**config.mk**
```make
export PLATFORM = sky130hd
export DESIGN_NAME = vgaController
export DESIGN_NICKNAME = d
export VERILOG_FILES = /design/src/design/vgaPkg.sv /design/src/design/vgaConfigRegisters.sv /design/src/design/vgaSyncGenerator.sv /design/src/design/vgaPixelAddresser.sv /design/src/design/vgaPixelOutput.sv /design/src/design/vgaController.sv
export VERILOG_INCLUDE_DIRS = /design/src /design/src/design
export SDC_FILE = /design/constraint.sdc
export NUM_CORES = 1
export LEC_CHECK = 0
export BUFFER_PORTS_ARGS = -buffer_cell sky130_fd_sc_hd__clkbuf_2
export CAP_MARGIN = 20
export CORE_MARGIN = 4
export CORE_UTILIZATION = 47
export DETAILED_ROUTE_END_ITERATION = 8
export MAX_ROUTING_LAYER = met4
export PLACE_DENSITY = 0.75
export SETUP_SLACK_MARGIN = 0.2
export SLEW_MARGIN = 20
export SYNTH_ARGS = -nofsm -noshare
export SYNTH_HDL_FRONTEND = slang
export SYNTH_SLANG_ARGS = --single-unit
```
**constraint.sdc**
```tcl
create_clock -name vga_clk -period 13.6 [get_ports vga_clk]
set_input_delay 2.72 -clock vga_clk [delete_from_list [all_inputs] [get_ports vga_clk]]
set_output_delay 2.72 -clock vga_clk [all_outputs]
set_load 0.01 [all_outputs]
```
**src/design/vgaSettings_settings.svh**
```systemverilog
`ifndef VGA_SETTINGS_SVH
`define VGA_SETTINGS_SVH

// Video memory and framebuffer geometry
`define VGA_ADDRESS_BITS 13
`define VGA_ROW_BITS 7
`define VGA_COLUMN_BITS 4
`define VGA_MAX_SUB_PIXEL 3'd4

// Register widths that are not covered by a type
`define VGA_CONFIG_BITS 13
`define VGA_STATUS_BITS 5

// Upper 12 bus address bits that select this block
`define VGA_BLOCK_BASE 12'h800

`define VGA_REG_CONFIG 12'h000
`define VGA_REG_H_VISIBLE 12'h010
`define VGA_REG_H_FRONT 12'h014
`define VGA_REG_H_SYNC 12'h018
`define VGA_REG_H_WHOLE 12'h01C
`define VGA_REG_V_VISIBLE 12'h020
`define VGA_REG_V_FRONT 12'h024
`define VGA_REG_V_SYNC 12'h028
`define VGA_REG_V_WHOLE 12'h02C
`define VGA_REG_STATUS 12'h030

// 800x600 at 60 Hz, pixel stretch of 10 in both directions
`define VGA_DEFAULT_CONFIG 13'h0AA
`define VGA_DEFAULT_H_VISIBLE 11'd799
`define VGA_DEFAULT_H_FRONT 11'd839
`define VGA_DEFAULT_H_SYNC 11'd967
`define VGA_DEFAULT_H_WHOLE 11'd1055
`define VGA_DEFAULT_V_VISIBLE 10'd599
`define VGA_DEFAULT_V_FRONT 10'd600
`define VGA_DEFAULT_V_SYNC 10'd604
`define VGA_DEFAULT_V_WHOLE 10'd627

`define VGA_MODE_RAW 2'd0
`define VGA_MODE_TIGHT 2'd1

`endif

```
**src/design/vgaPkg.sv**
```systemverilog
`default_nettype none

`include "vgaSettings_settings.svh"

package vgaPkg;

	// Peripheral bus
	typedef logic [23:0] busAddressT;
	typedef logic [31:0] busDataT;

	// Timing counters and their compares
	typedef logic [10:0] hCountT;
	typedef logic [9:0] vCountT;

	// Configuration fields
	typedef logic [3:0] pixelSizeT;
	typedef logic [1:0] drawModeT;

	// Pixel fetch path
	typedef logic [2:0] subPixelT;
	typedef logic [`VGA_ADDRESS_BITS-1:0] videoAddressT;
	typedef logic [17:0] linearPixelT;

	// Red in 1:0, green in 3:2, blue in 5:4
	typedef logic [5:0] pixelColourT;
	typedef logic [1:0] colourChannelT;

endpackage

`default_nettype wire

```
**src/design/vgaConfigRegisters.sv**
```systemverilog
`timescale 1ns/1ps
`default_nettype none

`include "vgaSettings_settings.svh"

module vgaConfigRegisters (
	input wire logic vgaClk,
	input wire logic rst,
	input wire logic busWe,
	input wire logic busOe,
	input wire vgaPkg::busAddressT busAddress,
	input wire vgaPkg::busDataT busDataWrite,
	input wire logic [`VGA_STATUS_BITS-1:0] statusBits,
	output vgaPkg::busDataT busDataRead,
	output logic requestOutput,
	output vgaPkg::pixelSizeT horizontalPixelSize,
	output vgaPkg::pixelSizeT verticalPixelSize,
	output vgaPkg::drawModeT drawMode,
	output logic enableOutput,
	output logic hsyncIrqEnable,
	output logic vsyncIrqEnable,
	output vgaPkg::hCountT hVisible,
	output vgaPkg::hCountT hFront,
	output vgaPkg::hCountT hSync,
	output vgaPkg::hCountT hWhole,
	output vgaPkg::vCountT vVisible,
	output vgaPkg::vCountT vFront,
	output vgaPkg::vCountT vSync,
	output vgaPkg::vCountT vWhole
);

	logic blockSelected;
	logic [11:0] registerOffset;
	logic [`VGA_CONFIG_BITS-1:0] configReg;
	logic [`VGA_STATUS_BITS-1:0] statusReg;
	logic offsetMapped;
	vgaPkg::busDataT readWord;

	assign blockSelected = busAddress[23:12] == `VGA_BLOCK_BASE;
	assign registerOffset = busAddress[11:0];

	// Writable registers, only the declared width is kept
	always_ff @(posedge vgaClk) begin
		if (rst) begin
			configReg <= `VGA_DEFAULT_CONFIG;
			hVisible <= `VGA_DEFAULT_H_VISIBLE;
			hFront <= `VGA_DEFAULT_H_FRONT;
			hSync <= `VGA_DEFAULT_H_SYNC;
			hWhole <= `VGA_DEFAULT_H_WHOLE;
			vVisible <= `VGA_DEFAULT_V_VISIBLE;
			vFront <= `VGA_DEFAULT_V_FRONT;
			vSync <= `VGA_DEFAULT_V_SYNC;
			vWhole <= `VGA_DEFAULT_V_WHOLE;
		end else if (busWe && blockSelected) begin
			case (registerOffset)
				`VGA_REG_CONFIG: configReg <= busDataWrite[`VGA_CONFIG_BITS-1:0];
				`VGA_REG_H_VISIBLE: hVisible <= busDataWrite[10:0];
				`VGA_REG_H_FRONT: hFront <= busDataWrite[10:0];
				`VGA_REG_H_SYNC: hSync <= busDataWrite[10:0];
				`VGA_REG_H_WHOLE: hWhole <= busDataWrite[10:0];
				`VGA_REG_V_VISIBLE: vVisible <= busDataWrite[9:0];
				`VGA_REG_V_FRONT: vFront <= busDataWrite[9:0];
				`VGA_REG_V_SYNC: vSync <= busDataWrite[9:0];
				`VGA_REG_V_WHOLE: vWhole <= busDataWrite[9:0];
				default: ;
			endcase
		end
	end

	// Configuration fields
	assign horizontalPixelSize = configReg[3:0];
	assign verticalPixelSize = configReg[7:4];
	assign drawMode = configReg[9:8];
	assign enableOutput = configReg[10];
	assign hsyncIrqEnable = configReg[11];
	assign vsyncIrqEnable = configReg[12];

	// Status is sampled once so a read sees it one cycle late
	always_ff @(posedge vgaClk) begin
		if (rst) begin
			statusReg <= '0;
		end else begin
			statusReg <= statusBits;
		end
	end

	always_comb begin
		offsetMapped = 1'b1;
		readWord = '1;
		case (registerOffset)
			`VGA_REG_CONFIG: readWord = vgaPkg::busDataT'(configReg);
			`VGA_REG_H_VISIBLE: readWord = vgaPkg::busDataT'(hVisible);
			`VGA_REG_H_FRONT: readWord = vgaPkg::busDataT'(hFront);
			`VGA_REG_H_SYNC: readWord = vgaPkg::busDataT'(hSync);
			`VGA_REG_H_WHOLE: readWord = vgaPkg::busDataT'(hWhole);
			`VGA_REG_V_VISIBLE: readWord = vgaPkg::busDataT'(vVisible);
			`VGA_REG_V_FRONT: readWord = vgaPkg::busDataT'(vFront);
			`VGA_REG_V_SYNC: readWord = vgaPkg::busDataT'(vSync);
			`VGA_REG_V_WHOLE: readWord = vgaPkg::busDataT'(vWhole);
			`VGA_REG_STATUS: readWord = vgaPkg::busDataT'(statusReg);
			default: offsetMapped = 1'b0;
		endcase
	end

	assign requestOutput = busOe && blockSelected && offsetMapped;
	assign busDataRead = requestOutput ? readWord : '1;

endmodule

`default_nettype wire

```
**src/design/vgaSyncGenerator.sv**
```systemverilog
`timescale 1ns/1ps
`default_nettype none

module vgaSyncGenerator (
	input wire logic vga_clk,
	input wire logic rst,
	input wire logic enableOutput,
	input wire logic hsyncIrqEnable,
	input wire logic vsyncIrqEnable,
	input wire vgaPkg::hCountT hVisible,
	input wire vgaPkg::hCountT hFront,
	input wire vgaPkg::hCountT hSync,
	input wire vgaPkg::hCountT hWhole,
	input wire vgaPkg::vCountT vVisible,
	input wire vgaPkg::vCountT vFront,
	input wire vgaPkg::vCountT vSync,
	input wire vgaPkg::vCountT vWhole,
	output logic hsync,
	output logic vsync,
	output logic inHorizontalVisible,
	output logic inVerticalVisible,
	output logic endHorizontalVisible,
	output logic [1:0] irq
);

	vgaPkg::hCountT hCount;
	vgaPkg::vCountT vCount;
	logic hEndFront;
	logic hEndSync;
	logic hEndLine;
	logic vEndVisible;
	logic vEndFront;
	logic vEndSync;
	logic vEndFrame;
	logic lastHsync;
	logic lastVsync;

	assign endHorizontalVisible = hCount == hVisible;
	assign hEndFront = hCount == hFront;
	assign hEndSync = hCount == hSync;
	assign hEndLine = hCount == hWhole;

	assign vEndVisible = vCount == vVisible;
	assign vEndFront = vCount == vFront;
	assign vEndSync = vCount == vSync;
	assign vEndFrame = vCount == vWhole;

	always_ff @(posedge vga_clk) begin
		if (rst || !enableOutput) begin
			hCount <= '0;
			inHorizontalVisible <= 1'b1;
			hsync <= 1'b1;
		end else begin
			hCount <= hEndLine ? '0 : hCount + 1'b1;
			if (endHorizontalVisible) begin
				inHorizontalVisible <= 1'b0;
			end else if (hEndLine) begin
				inHorizontalVisible <= 1'b1;
			end
			// Sync pulse spans front porch end to sync end
			if (hEndFront) begin
				hsync <= 1'b0;
			end else if (hEndSync) begin
				hsync <= 1'b1;
			end
		end
	end

	// Vertical events step once per line
	always_ff @(posedge vga_clk) begin
		if (rst || !enableOutput) begin
			vCount <= '0;
			inVerticalVisible <= 1'b1;
			vsync <= 1'b1;
		end else if (hEndLine) begin
			vCount <= vEndFrame ? '0 : vCount + 1'b1;
			if (vEndVisible) begin
				inVerticalVisible <= 1'b0;
			end else if (vEndFrame) begin
				inVerticalVisible <= 1'b1;
			end
			if (vEndFront) begin
				vsync <= 1'b0;
			end else if (vEndSync) begin
				vsync <= 1'b1;
			end
		end
	end

	always_ff @(posedge vga_clk) begin
		if (rst) begin
			lastHsync <= 1'b1;
			lastVsync <= 1'b1;
		end else begin
			lastHsync <= hsync;
			lastVsync <= vsync;
		end
	end

	// High for the first low cycle of each sync pulse
	assign irq = {vsyncIrqEnable && lastVsync && !vsync, hsyncIrqEnable && lastHsync && !hsync};

endmodule

`default_nettype wire

```
**src/design/vgaPixelAddresser.sv**
```systemverilog
`timescale 1ns/1ps
`default_nettype none

`include "vgaSettings_settings.svh"

module vgaPixelAddresser (
	input wire logic vga_clk,
	input wire logic rst,
	input wire logic enableOutput,
	input wire vgaPkg::drawModeT drawMode,
	input wire vgaPkg::pixelSizeT horizontalPixelSize,
	input wire vgaPkg::pixelSizeT verticalPixelSize,
	input wire logic inHorizontalVisible,
	input wire logic inVerticalVisible,
	input wire logic endHorizontalVisible,
	output logic fetchData,
	output vgaPkg::videoAddressT videoAddress,
	output vgaPkg::subPixelT subPixel
);

	vgaPkg::pixelSizeT hStretch;
	vgaPkg::pixelSizeT hStretchNext;
	vgaPkg::pixelSizeT hStretchIncrement;
	vgaPkg::pixelSizeT vStretch;
	vgaPkg::pixelSizeT vStretchNext;
	vgaPkg::pixelSizeT vStretchIncrement;
	vgaPkg::subPixelT subPixelCount;
	vgaPkg::subPixelT subPixelNext;
	vgaPkg::hCountT column;
	vgaPkg::hCountT columnNext;
	vgaPkg::hCountT columnIncrement;
	vgaPkg::vCountT row;
	vgaPkg::vCountT rowNext;
	vgaPkg::linearPixelT rowBase;
	vgaPkg::linearPixelT rowBaseNext;
	vgaPkg::linearPixelT linearPixel;
	vgaPkg::linearPixelT linearPixelNext;

	assign hStretchIncrement = hStretch + 4'd1;
	assign vStretchIncrement = vStretch + 4'd1;
	assign columnIncrement = column + 1'b1;

	always_comb begin
		hStretchNext = hStretch;
		vStretchNext = vStretch;
		subPixelNext = subPixelCount;
		columnNext = column;
		rowNext = row;
		rowBaseNext = rowBase;
		if (!enableOutput || !inVerticalVisible) begin
			hStretchNext = '0;
			vStretchNext = '0;
			subPixelNext = '0;
			columnNext = '0;
			rowNext = '0;
			rowBaseNext = '0;
		end else if (!inHorizontalVisible || endHorizontalVisible) begin
			// Line done, so park on the first word of the next line
			hStretchNext = '0;
			subPixelNext = '0;
			columnNext = '0;
			if (endHorizontalVisible) begin
				if (vStretchIncrement == verticalPixelSize) begin
					vStretchNext = '0;
					rowNext = row + 1'b1;
					rowBaseNext = rowBase + vgaPkg::linearPixelT'(columnIncrement);
				end else begin
					vStretchNext = vStretchIncrement;
				end
			end
		end else if (hStretchIncrement == horizontalPixelSize) begin
			hStretchNext = '0;
			if (subPixelCount == `VGA_MAX_SUB_PIXEL) begin
				subPixelNext = '0;
				columnNext = columnIncrement;
			end else begin
				subPixelNext = subPixelCount + 3'd1;
			end
		end else begin
			hStretchNext = hStretchIncrement;
		end
	end

	always_ff @(posedge vga_clk) begin
		if (rst) begin
			hStretch <= '0;
			vStretch <= '0;
			subPixelCount <= '0;
			subPixel <= '0;
			column <= '0;
			row <= '0;
			rowBase <= '0;
		end else begin
			hStretch <= hStretchNext;
			vStretch <= vStretchNext;
			subPixelCount <= subPixelNext;
			// Lines up with the word latched one cycle after the fetch
			subPixel <= subPixelCount;
			column <= columnNext;
			row <= rowNext;
			rowBase <= rowBaseNext;
		end
	end

	assign linearPixel = rowBase + vgaPkg::linearPixelT'(column);
	assign linearPixelNext = rowBaseNext + vgaPkg::linearPixelT'(columnNext);

	// Address comes from next state so data is back one cycle after the counters move
	always_comb begin
		case (drawMode)
			`VGA_MODE_TIGHT: begin
				videoAddress = {linearPixelNext[`VGA_ADDRESS_BITS-3:0], 2'b00};
				fetchData = linearPixelNext != linearPixel;
			end
			// Palette and sprite codes fall back to raw addressing
			default: begin
				videoAddress = {rowNext[`VGA_ROW_BITS-1:0], columnNext[`VGA_COLUMN_BITS-1:0], 2'b00};
				fetchData = (rowNext != row) || (columnNext != column);
			end
		endcase
	end

endmodule

`default_nettype wire

```
**src/design/vgaPixelOutput.sv**
```systemverilog
`timescale 1ns/1ps
`default_nettype none

module vgaPixelOutput (
	input wire logic vga_clk,
	input wire logic rst,
	input wire logic enableOutput,
	input wire logic fetchData,
	input wire vgaPkg::busDataT videoData,
	input wire vgaPkg::subPixelT subPixel,
	input wire logic inHorizontalVisible,
	input wire logic inVerticalVisible,
	output vgaPkg::colourChannelT red,
	output vgaPkg::colourChannelT green,
	output vgaPkg::colourChannelT blue
);

	logic loadPixel;
	logic onScreen;
	vgaPkg::busDataT pixelWord;
	vgaPkg::pixelColourT pixel;

	// Memory answers in the cycle after the fetch
	always_ff @(posedge vga_clk) begin
		if (rst || !enableOutput) begin
			loadPixel <= 1'b0;
		end else begin
			loadPixel <= fetchData;
		end
	end

	always_ff @(posedge vga_clk) begin
		if (loadPixel) begin
			pixelWord <= videoData;
		end
	end

	// Five 6-bit pixels per word, top two bits unused
	always_comb begin
		case (subPixel)
			3'd1: pixel = pixelWord[11:6];
			3'd2: pixel = pixelWord[17:12];
			3'd3: pixel = pixelWord[23:18];
			3'd4: pixel = pixelWord[29:24];
			default: pixel = pixelWord[5:0];
		endcase
	end

	assign onScreen = enableOutput && inHorizontalVisible && inVerticalVisible;

	assign red = onScreen ? pixel[1:0] : '0;
	assign green = onScreen ? pixel[3:2] : '0;
	assign blue = onScreen ? pixel[5:4] : '0;

endmodule

`default_nettype wire

```
**src/design/vgaController.sv**
```systemverilog
`timescale 1ns/1ps
`default_nettype none

`include "vgaSettings_settings.svh"

module vgaController (
	input wire logic vga_clk,
	input wire logic rst,
	input wire logic busWe,
	input wire logic busOe,
	input wire vgaPkg::busAddressT busAddress,
	input wire vgaPkg::busDataT busDataWrite,
	output vgaPkg::busDataT busDataRead,
	output logic requestOutput,
	output logic fetchData,
	output vgaPkg::videoAddressT videoAddress,
	input wire vgaPkg::busDataT videoData,
	output vgaPkg::colourChannelT red,
	output vgaPkg::colourChannelT green,
	output vgaPkg::colourChannelT blue,
	output logic hsync,
	output logic vsync,
	output logic [1:0] irq
);

	vgaPkg::pixelSizeT horizontalPixelSize;
	vgaPkg::pixelSizeT verticalPixelSize;
	vgaPkg::drawModeT drawMode;
	logic enableOutput;
	logic hsyncIrqEnable;
	logic vsyncIrqEnable;
	vgaPkg::hCountT hVisible;
	vgaPkg::hCountT hFront;
	vgaPkg::hCountT hSync;
	vgaPkg::hCountT hWhole;
	vgaPkg::vCountT vVisible;
	vgaPkg::vCountT vFront;
	vgaPkg::vCountT vSync;
	vgaPkg::vCountT vWhole;
	logic inHorizontalVisible;
	logic inVerticalVisible;
	logic endHorizontalVisible;
	vgaPkg::subPixelT subPixel;
	logic [`VGA_STATUS_BITS-1:0] statusBits;

	// Sync levels reported as active high
	assign statusBits = {inVerticalVisible, inHorizontalVisible, !vsync, !hsync, enableOutput};

	vgaConfigRegisters configRegisters_inst (
		.vgaClk(vga_clk),
		.rst(rst),
		.busWe(busWe),
		.busOe(busOe),
		.busAddress(busAddress),
		.busDataWrite(busDataWrite),
		.statusBits(statusBits),
		.busDataRead(busDataRead),
		.requestOutput(requestOutput),
		.horizontalPixelSize(horizontalPixelSize),
		.verticalPixelSize(verticalPixelSize),
		.drawMode(drawMode),
		.enableOutput(enableOutput),
		.hsyncIrqEnable(hsyncIrqEnable),
		.vsyncIrqEnable(vsyncIrqEnable),
		.hVisible(hVisible),
		.hFront(hFront),
		.hSync(hSync),
		.hWhole(hWhole),
		.vVisible(vVisible),
		.vFront(vFront),
		.vSync(vSync),
		.vWhole(vWhole)
	);

	vgaSyncGenerator syncGenerator_inst (
		.vga_clk(vga_clk),
		.rst(rst),
		.enableOutput(enableOutput),
		.hsyncIrqEnable(hsyncIrqEnable),
		.vsyncIrqEnable(vsyncIrqEnable),
		.hVisible(hVisible),
		.hFront(hFront),
		.hSync(hSync),
		.hWhole(hWhole),
		.vVisible(vVisible),
		.vFront(vFront),
		.vSync(vSync),
		.vWhole(vWhole),
		.hsync(hsync),
		.vsync(vsync),
		.inHorizontalVisible(inHorizontalVisible),
		.inVerticalVisible(inVerticalVisible),
		.endHorizontalVisible(endHorizontalVisible),
		.irq(irq)
	);

	vgaPixelAddresser pixelAddresser_inst (
		.vga_clk(vga_clk),
		.rst(rst),
		.enableOutput(enableOutput),
		.drawMode(drawMode),
		.horizontalPixelSize(horizontalPixelSize),
		.verticalPixelSize(verticalPixelSize),
		.inHorizontalVisible(inHorizontalVisible),
		.inVerticalVisible(inVerticalVisible),
		.endHorizontalVisible(endHorizontalVisible),
		.fetchData(fetchData),
		.videoAddress(videoAddress),
		.subPixel(subPixel)
	);

	vgaPixelOutput pixelOutput_inst (
		.vga_clk(vga_clk),
		.rst(rst),
		.enableOutput(enableOutput),
		.fetchData(fetchData),
		.videoData(videoData),
		.subPixel(subPixel),
		.inHorizontalVisible(inHorizontalVisible),
		.inVerticalVisible(inVerticalVisible),
		.red(red),
		.green(green),
		.blue(blue)
	);

endmodule

`default_nettype wire

```
==> flow_metrics.env, run 1 <==
export IMPL_cts_tree="built"
export IMPL_wl_mm=36.3
export IMPL_max_freq_ghz=0.106
export IMPL_clk_path_buf_depth=3
export IMPL_htree_levels=1
export IMPL_cp_cell_sequence="ha_1, xnor2_1, xor2_1, nand4_1, nor2_1, nand2_1, xor2_1, nor2_1, ha_1, and2_1, a221o_1, o2111a_1, o41ai_1, o311ai_0, xnor2_1, nor4b_1, o211ai_1, nor4_2, nor2_1, clkbuf_2"
export IMPL_post_cts_buffers=0
export IMPL_grt_first_pass_wirelength_mm=57.1
export IMPL_diodes=0
export IMPL_grt_max_degree=102
export IMPL_path_clk_slew_ns=0.06
export IMPL_placementRows=59
export IMPL_power_total_mw=1.33
export IMPL_finalClockSkew_ns=0.0278
export IMPL_max_slew_margin=0.368
export IMPL_ant_nets=0
export IMPL_pin_count=149
export IMPL_remaining_drc_errors=0
export IMPL_grt_pass1_vias=10467
export IMPL_ir_drop_mv=0.0916
export IMPL_yosys_top_cells_area="dfxtp_1 29%, xnor2_1 7.5%, edfxtp_1 7.2%"
export IMPL_crit_top_cell="nor2_1"
export IMPL_critPathBufInv=1
export IMPL_hp_class="reg -> reg"
export IMPL_fin_crit_sh=0.692
export IMPL_yosysMostFrequentCell="nand2_1"
export IMPL_slew_violations=0
export IMPL_ys_flop_type="dfxtp_1"
export IMPL_io_buffers=125
export IMPL_grt_usage=0.249
export IMPL_grt_overflow=0
export IMPL_die_w_um=171
export IMPL_worst_setup_path_type="reg -> out"
export IMPL_status="finished, final reports clean"
export IMPL_ctsHoldBuffers=0
export IMPL_crit_start="pixelAddresser_inst.hStretch[0]$_SDFF_PP0_"
export IMPL_coreArea_mm2=0.0261
export IMPL_synthArstFlopShare=0
export IMPL_power_leakage_nw=5.36
export IMPL_final_util=0.534
export IMPL_synth_top_area_frac=0.293
export IMPL_routed_via_density=5.88
export IMPL_dpl_hpwl_mm=26.3
export IMPL_required_ns=10.88
export IMPL_area_growth_synth_to_final_pct=11.5
export IMPL_seq_area_frac_synth=0.365
export IMPL_worst_pin_slew_ns=0.948
export IMPL_crit_path_max_incr_delay_ns=0.75
export IMPL_path_max_fanout=11
export IMPL_whs_ns=0.473
export IMPL_drive_gt1_frac=0.131
export IMPL_vias=11064
export IMPL_drt_pass1_iterations=8
export IMPL_synth_area_per_cell_um2=8.47
export IMPL_drt_initial_drc_count=1070
export IMPL_critPathCaptureType="output port"
export IMPL_clkSinkCount=213
export IMPL_hold_viol=0
export IMPL_synth_seq_cells=213
export IMPL_yosysTopAreaCell="dfxtp_1"
export IMPL_crit_path_top_delay_cell="nor2_1"
export IMPL_cp_start_kind="register"
export IMPL_root_buffer="clkbuf_16"
export IMPL_netlist_instances=1478
export IMPL_start_util=0.479
export IMPL_yosysUniqueCellTypes=68
export IMPL_hp_start="pixelAddresser_inst.hStretch[0]$_SDFF_PP0_"
export IMPL_crit_arrival_ns=6.69
export IMPL_synth_common_cells="225 x nand2_1, 183 x dfxtp_1, 130 x nor2_1"
export IMPL_num_nets_final=1669
export IMPL_drv_cap=0
export IMPL_synth_area_mm2=0.0125
export IMPL_final_setup_viol_count=0
export IMPL_wl_per_cell_um=19.3
export IMPL_antenna_found_initial=0
export IMPL_synth_edff_count=30
export IMPL_clk_latency_ns=0.53
export IMPL_ctsResizeCount=0
export IMPL_pwr_density_cell_mw_per_mm2=95.1
export IMPL_dieArea_mm2=0.0293
export IMPL_ys_warn_count=0
export IMPL_cp_top_family="simple AND/OR/NAND/NOR gates"
export IMPL_routabilityCongestion=1.06
export IMPL_timing_rr_start="pixelAddresser_inst.hStretch[0]$_SDFF_PP0_"
export IMPL_numCtsBuffers=25
export IMPL_tns_ns=0
export IMPL_fin_crit_ns=9.41
export IMPL_dieHeight_um=171
export IMPL_rsz0062_at_grt="false"
[registers in the layout (all words and copies together) (netlist names), 4 cells and up]
| name | cells |
|---|---|
| configRegisters_inst.hWhole | 11 |
| pixelAddresser_inst.row | 10 |
| configRegisters_inst.configReg | 13 |
| pixelAddresser_inst.rowBase | 18 |
| configRegisters_inst.hSync | 11 |
| configRegisters_inst.hFront | 11 |
| syncGenerator_inst.hCount | 11 |
| pixelOutput_inst.pixelWord | 30 |
| pixelAddresser_inst.column | 11 |
| syncGenerator_inst.vCount | 10 |
| configRegisters_inst.vSync | 10 |
| configRegisters_inst.hVisible | 11 |
| pixelAddresser_inst.hStretch | 4 |
| configRegisters_inst.vFront | 10 |
| pixelAddresser_inst.vStretch | 4 |
| configRegisters_inst.vVisible | 10 |
| configRegisters_inst.vWhole | 10 |
| configRegisters_inst.statusReg | 5 |
[cell families after synthesis]
logic type,Yosys count,share of synthesized area
multiplexers,28,0.0275
other,1,0.000300
flip-flops,213,0.365
adder cells (fa/ha/maj),47,0.0488
buffers and inverters,140,0.0495
XOR/XNOR,194,0.136
AND/OR/NAND/NOR,600,0.231
AO/OA/AOI/OAI,255,0.143
[layout make-up]
class	count	area, um2
timing repair buffer	139	731
fill	2417	12200
sequential	213	4560
tap	335	419
multi-input combinational	1126	7350
inverter	25	93.8
clock inverter	12	135
clock buffer	32	662
[cell usage in the layout (no fill, tap or decap), types with 14 or more instances in the layout]
cell type  count
a221oi_1      14
inv_1         25
clkbuf_16     25
nor4_1        19
a211o_1       17
mux2i_1       22
o21ai_0       39
a222oi_1      16
nand4_1       31
ha_1          44
a22oi_1       16
nand2_1      225
nor2_1       129
buf_4         14
edfxtp_1      30
xnor2_1      107
dfxtp_1      183
a21oi_1       73
nand3b_1      41
nor2b_1       23
nor3_1        37
clkbuf_2     124
nand3_1       30
xor2_1        87
[report_power, final]
group	total (mW)	internal (mW)	switching (mW)
logic	0.0304	0.0106	0.0199
clock network	0.659	0.398	0.261
registers	0.638	0.638	0.000208
total	1.33	1.05	0.281
[layer usage]
metal | GRT usage | part of all wire
met3 | 0.0324 | 0.079
met5 | - | 0
met4 | 0.0737 | 0.032
met2 | 0.404 | 0.47
met1 | 0.328 | 0.42
[metrics by stage]
step                      std cells  setup WS [ns]  cell area, um2
after floorplan                1479           5.54           12500
after global placement         1837           4.76           13200
after detailed placement       1838           4.73           13200
after CTS                      1882           4.15           14000
after global routing           1882           3.51           14000
final                          1882           4.19           14000
[worst paths after layout]
check	endpoint	slack, ns	cells past startpoint
setup / recovery	fetchData	4.19	20
hold / removal	pixelAddresser_inst.hStretch[0]$_SDFF_PP0_	0.47	1
setup reg to reg	pixelOutput_inst.loadPixel$_SDFF_PP0_	7.44	19
hold reg to reg	pixelAddresser_inst.hStretch[0]$_SDFF_PP0_	0.47	1
Power figures use the tool's default switching activity.
==> run 2: changes to the inputs <==
--- a/config.mk
+++ b/config.mk
@@ -12,7 +12,7 @@
 export CORE_UTILIZATION = 47
 export DETAILED_ROUTE_END_ITERATION = 8
 export MAX_ROUTING_LAYER = met4
-export PLACE_DENSITY = 0.75
+export PLACE_DENSITY = 0.77
 export SETUP_SLACK_MARGIN = 0.2
 export SLEW_MARGIN = 20
 export SYNTH_ARGS = -nofsm -noshare
==> constraint.sdc (replaced) <==
create_clock -name vga_clk -period 8.55 [get_ports vga_clk]
set_input_delay 1.71 -clock vga_clk [delete_from_list [all_inputs] [get_ports vga_clk]]
set_output_delay 1.71 -clock vga_clk [all_outputs]
set_load 0.01 [all_outputs]
==> flow_metrics.env, run 2 (synthesized netlist as in run 1, its figures left out) <==
export IMPL_status="finished, final reports clean"
export IMPL_max_slew_margin=0.356
export IMPL_dpl_hpwl_mm=26.5
export IMPL_path_max_fanout=11
export IMPL_wl_per_cell_um=19.3
export IMPL_grt_pass1_vias=10444
export IMPL_fin_crit_sh=0.913
export IMPL_area_growth_synth_to_final_pct=12.5
export IMPL_layout_commonest_cell="nand2_1"
export IMPL_power_leakage_nw=5.41
export IMPL_hold_path_depth=2
export IMPL_cp_cell_sequence="ha_1, xnor2_1, xor2_1, nand4_1, buf_4, nor2_1, nand2_1, xor2_1, or2_2, inv_1, ha_1, nor2b_1, o211a_1, o2111a_1, o41ai_2, o311ai_0, xnor2_1, nor4b_1, o211ai_1, nor4_2, nor2_1, clkbuf_2"
export IMPL_cp_start_kind="register"
export IMPL_dieArea_mm2=0.0293
export IMPL_clk_latency_ns=0.54
export IMPL_routed_via_density=5.89
export IMPL_antenna_found_initial=0
export IMPL_pin_count=149
export IMPL_start_util=0.479
export IMPL_ir_drop_mv=0.165
export IMPL_max_freq_ghz=0.128
export IMPL_cts_tree="built"
export IMPL_ctsHoldBuffers=0
export IMPL_whs_ns=0.476
export IMPL_critPathBufInv=3
export IMPL_post_cts_buffers=0
export IMPL_drv_cap=0
export IMPL_coreArea_mm2=0.0261
export IMPL_largest_reg_flops=30
export IMPL_placementRows=59
export IMPL_drive_gt1_frac=0.138
export IMPL_worst_pin_slew_ns=0.966
export IMPL_wl_mm=36.4
export IMPL_pwr_density_cell_mw_per_mm2=155
export IMPL_die_w_um=171
export IMPL_hold_path_endpoint="configRegisters_inst.configReg[12]$_SDFFE_PP0P_"
export IMPL_worst_r2r_path_depth=21
export IMPL_crit_cells=22
export IMPL_io_buffers=125
export IMPL_drt_initial_drc_count=1025
export IMPL_tns_ns=0
export IMPL_remaining_drc_errors=0
export IMPL_htree_levels=1
export IMPL_reg2reg_slack_ns=2.98
export IMPL_worst_setup_path_type="reg -> out"
export IMPL_clkSinkCount=213
export IMPL_post_dp_cell_area_mm2=0.0132
export IMPL_grt_overflow=0
export IMPL_clk_path_buf_depth=3
export IMPL_reg2reg_to="pixelOutput_inst.loadPixel$_SDFF_PP0_"
export IMPL_num_nets_final=1672
export IMPL_cp_top_family="simple AND/OR/NAND/NOR gates"
export IMPL_hp_class="reg -> reg"
export IMPL_fin_crit_ns=7.80
export IMPL_slew_violations=0
export IMPL_diodes=0
export IMPL_hold_viol=0
export IMPL_root_buffer="clkbuf_16"
export IMPL_required_ns=6.84
export IMPL_path_clk_slew_ns=0.06
export IMPL_numCtsBuffers=25
export IMPL_ant_nets=0
export IMPL_drt_pass1_iterations=9
export IMPL_grt_usage=0.248
export IMPL_finalClockSkew_ns=0.0243
export IMPL_layout_common_cells="225 x nand2_1, 183 x dfxtp_1, 129 x nor2_1"
export IMPL_crit_arrival_ns=6.09
export IMPL_regMostFlops="pixelOutput_inst.pixelWord"
export IMPL_crit_path_top_delay_cell="nor2_1"
export IMPL_fin_area_mm2=0.0141
export IMPL_final_setup_viol_count=0
export IMPL_reg_top3="pixelOutput_inst.pixelWord (30), pixelAddresser_inst.rowBase (18), configRegisters_inst.configReg (13)"
export IMPL_critPathCaptureType="output port"
export IMPL_crit_path_max_incr_delay_ns=0.60
export IMPL_grt_first_pass_wirelength_mm=56.6
export IMPL_hp_start="configRegisters_inst.configReg[12]$_SDFFE_PP0P_"
export IMPL_rsz0062_at_grt="false"
export IMPL_vias=11105
export IMPL_grt_max_degree=102
export IMPL_dieHeight_um=171
export IMPL_routabilityCongestion=1.04
export IMPL_timing_rr_start="pixelAddresser_inst.hStretch[0]$_SDFF_PP0_"
## run 2: worst max-delay path by stage
stage / slack [ns] / from / end
final: 0.75 / pixelAddresser_inst.hStretch[0]$_SDFF_PP0_ / fetchData
after global routing: 0.21 / pixelAddresser_inst.hStretch[0]$_SDFF_PP0_ / fetchData
after CTS: 0.26 / syncGenerator_inst.hCount[3]$_SDFF_PP0_ / fetchData
after detailed placement: 0.85 / syncGenerator_inst.hCount[3]$_SDFF_PP0_ / fetchData
after global placement: 0.96 / syncGenerator_inst.hCount[3]$_SDFF_PP0_ / fetchData
after floorplan: 1.50 / pixelAddresser_inst.vStretch[0]$_SDFFE_PP0P_ / fetchData
## run 2: timing repair
item	4_1_cts	5_1_grt
gates resized for setup	0	3
endpoints found under the hold margin	0	0
setup endpoints to repair	0	1
## run 2: routing by layer
| metal | routed length [um] | GRT usage | vias up |
|---|---|---|---|
| met5 | 0 | - | - |
| met4 | 1430 | 0.0889 | 0 |
| met3 | 3040 | 0.0336 | 98 |
| met2 | 16700 | 0.391 | 504 |
| met1 | 15200 | 0.328 | 5209 |
| li1 | - | - | 5294 |
## run 2: worst register-to-register path: cells and delay by family (launching register included)
kind                       cells  cell delay, ns
and+or+nand+nor                8            2.07
AOI/OAI and AO/OA              5            1.52
xor gates and xnor gates       4            0.78
adders and majority gates      2            0.48
DFF                            1            0.35
buffers and inverters          2            0.26
## run 2: layout make-up
type	count	area [um2]
Fill cell	2378	12100
Inverter	25	93.8
Timing Repair Buffer	142	756
Multi-Input combinational cell	1126	7380
Clock buffer	32	692
Sequential cell	213	4560
Tap cell	335	419
Clock inverter	14	168
## run 2: power by group
group          leakage (nW)  switching, mW  internal, mW  total (mW)
clock network         0.418          0.448         0.668        1.12
registers              1.75       0.000246          1.01        1.01
logic                  3.25         0.0313        0.0168      0.0481
## run 2: stage by stage
stage / utilization / power, mW / worst slack [ns] / cells
2_1_floorplan: - / 1.06 / 1.50 / 1479
3_3_place_gp: 0.505 / 1.08 / 0.964 / 1841
3_5_place_dp: 0.505 / 1.08 / 0.852 / 1841
4_1_cts: 0.537 / 2.19 / 0.256 / 1887
5_1_grt: 0.539 / 2.23 / 0.211 / 1887
6_report: 0.539 / 2.18 / 0.746 / 1887
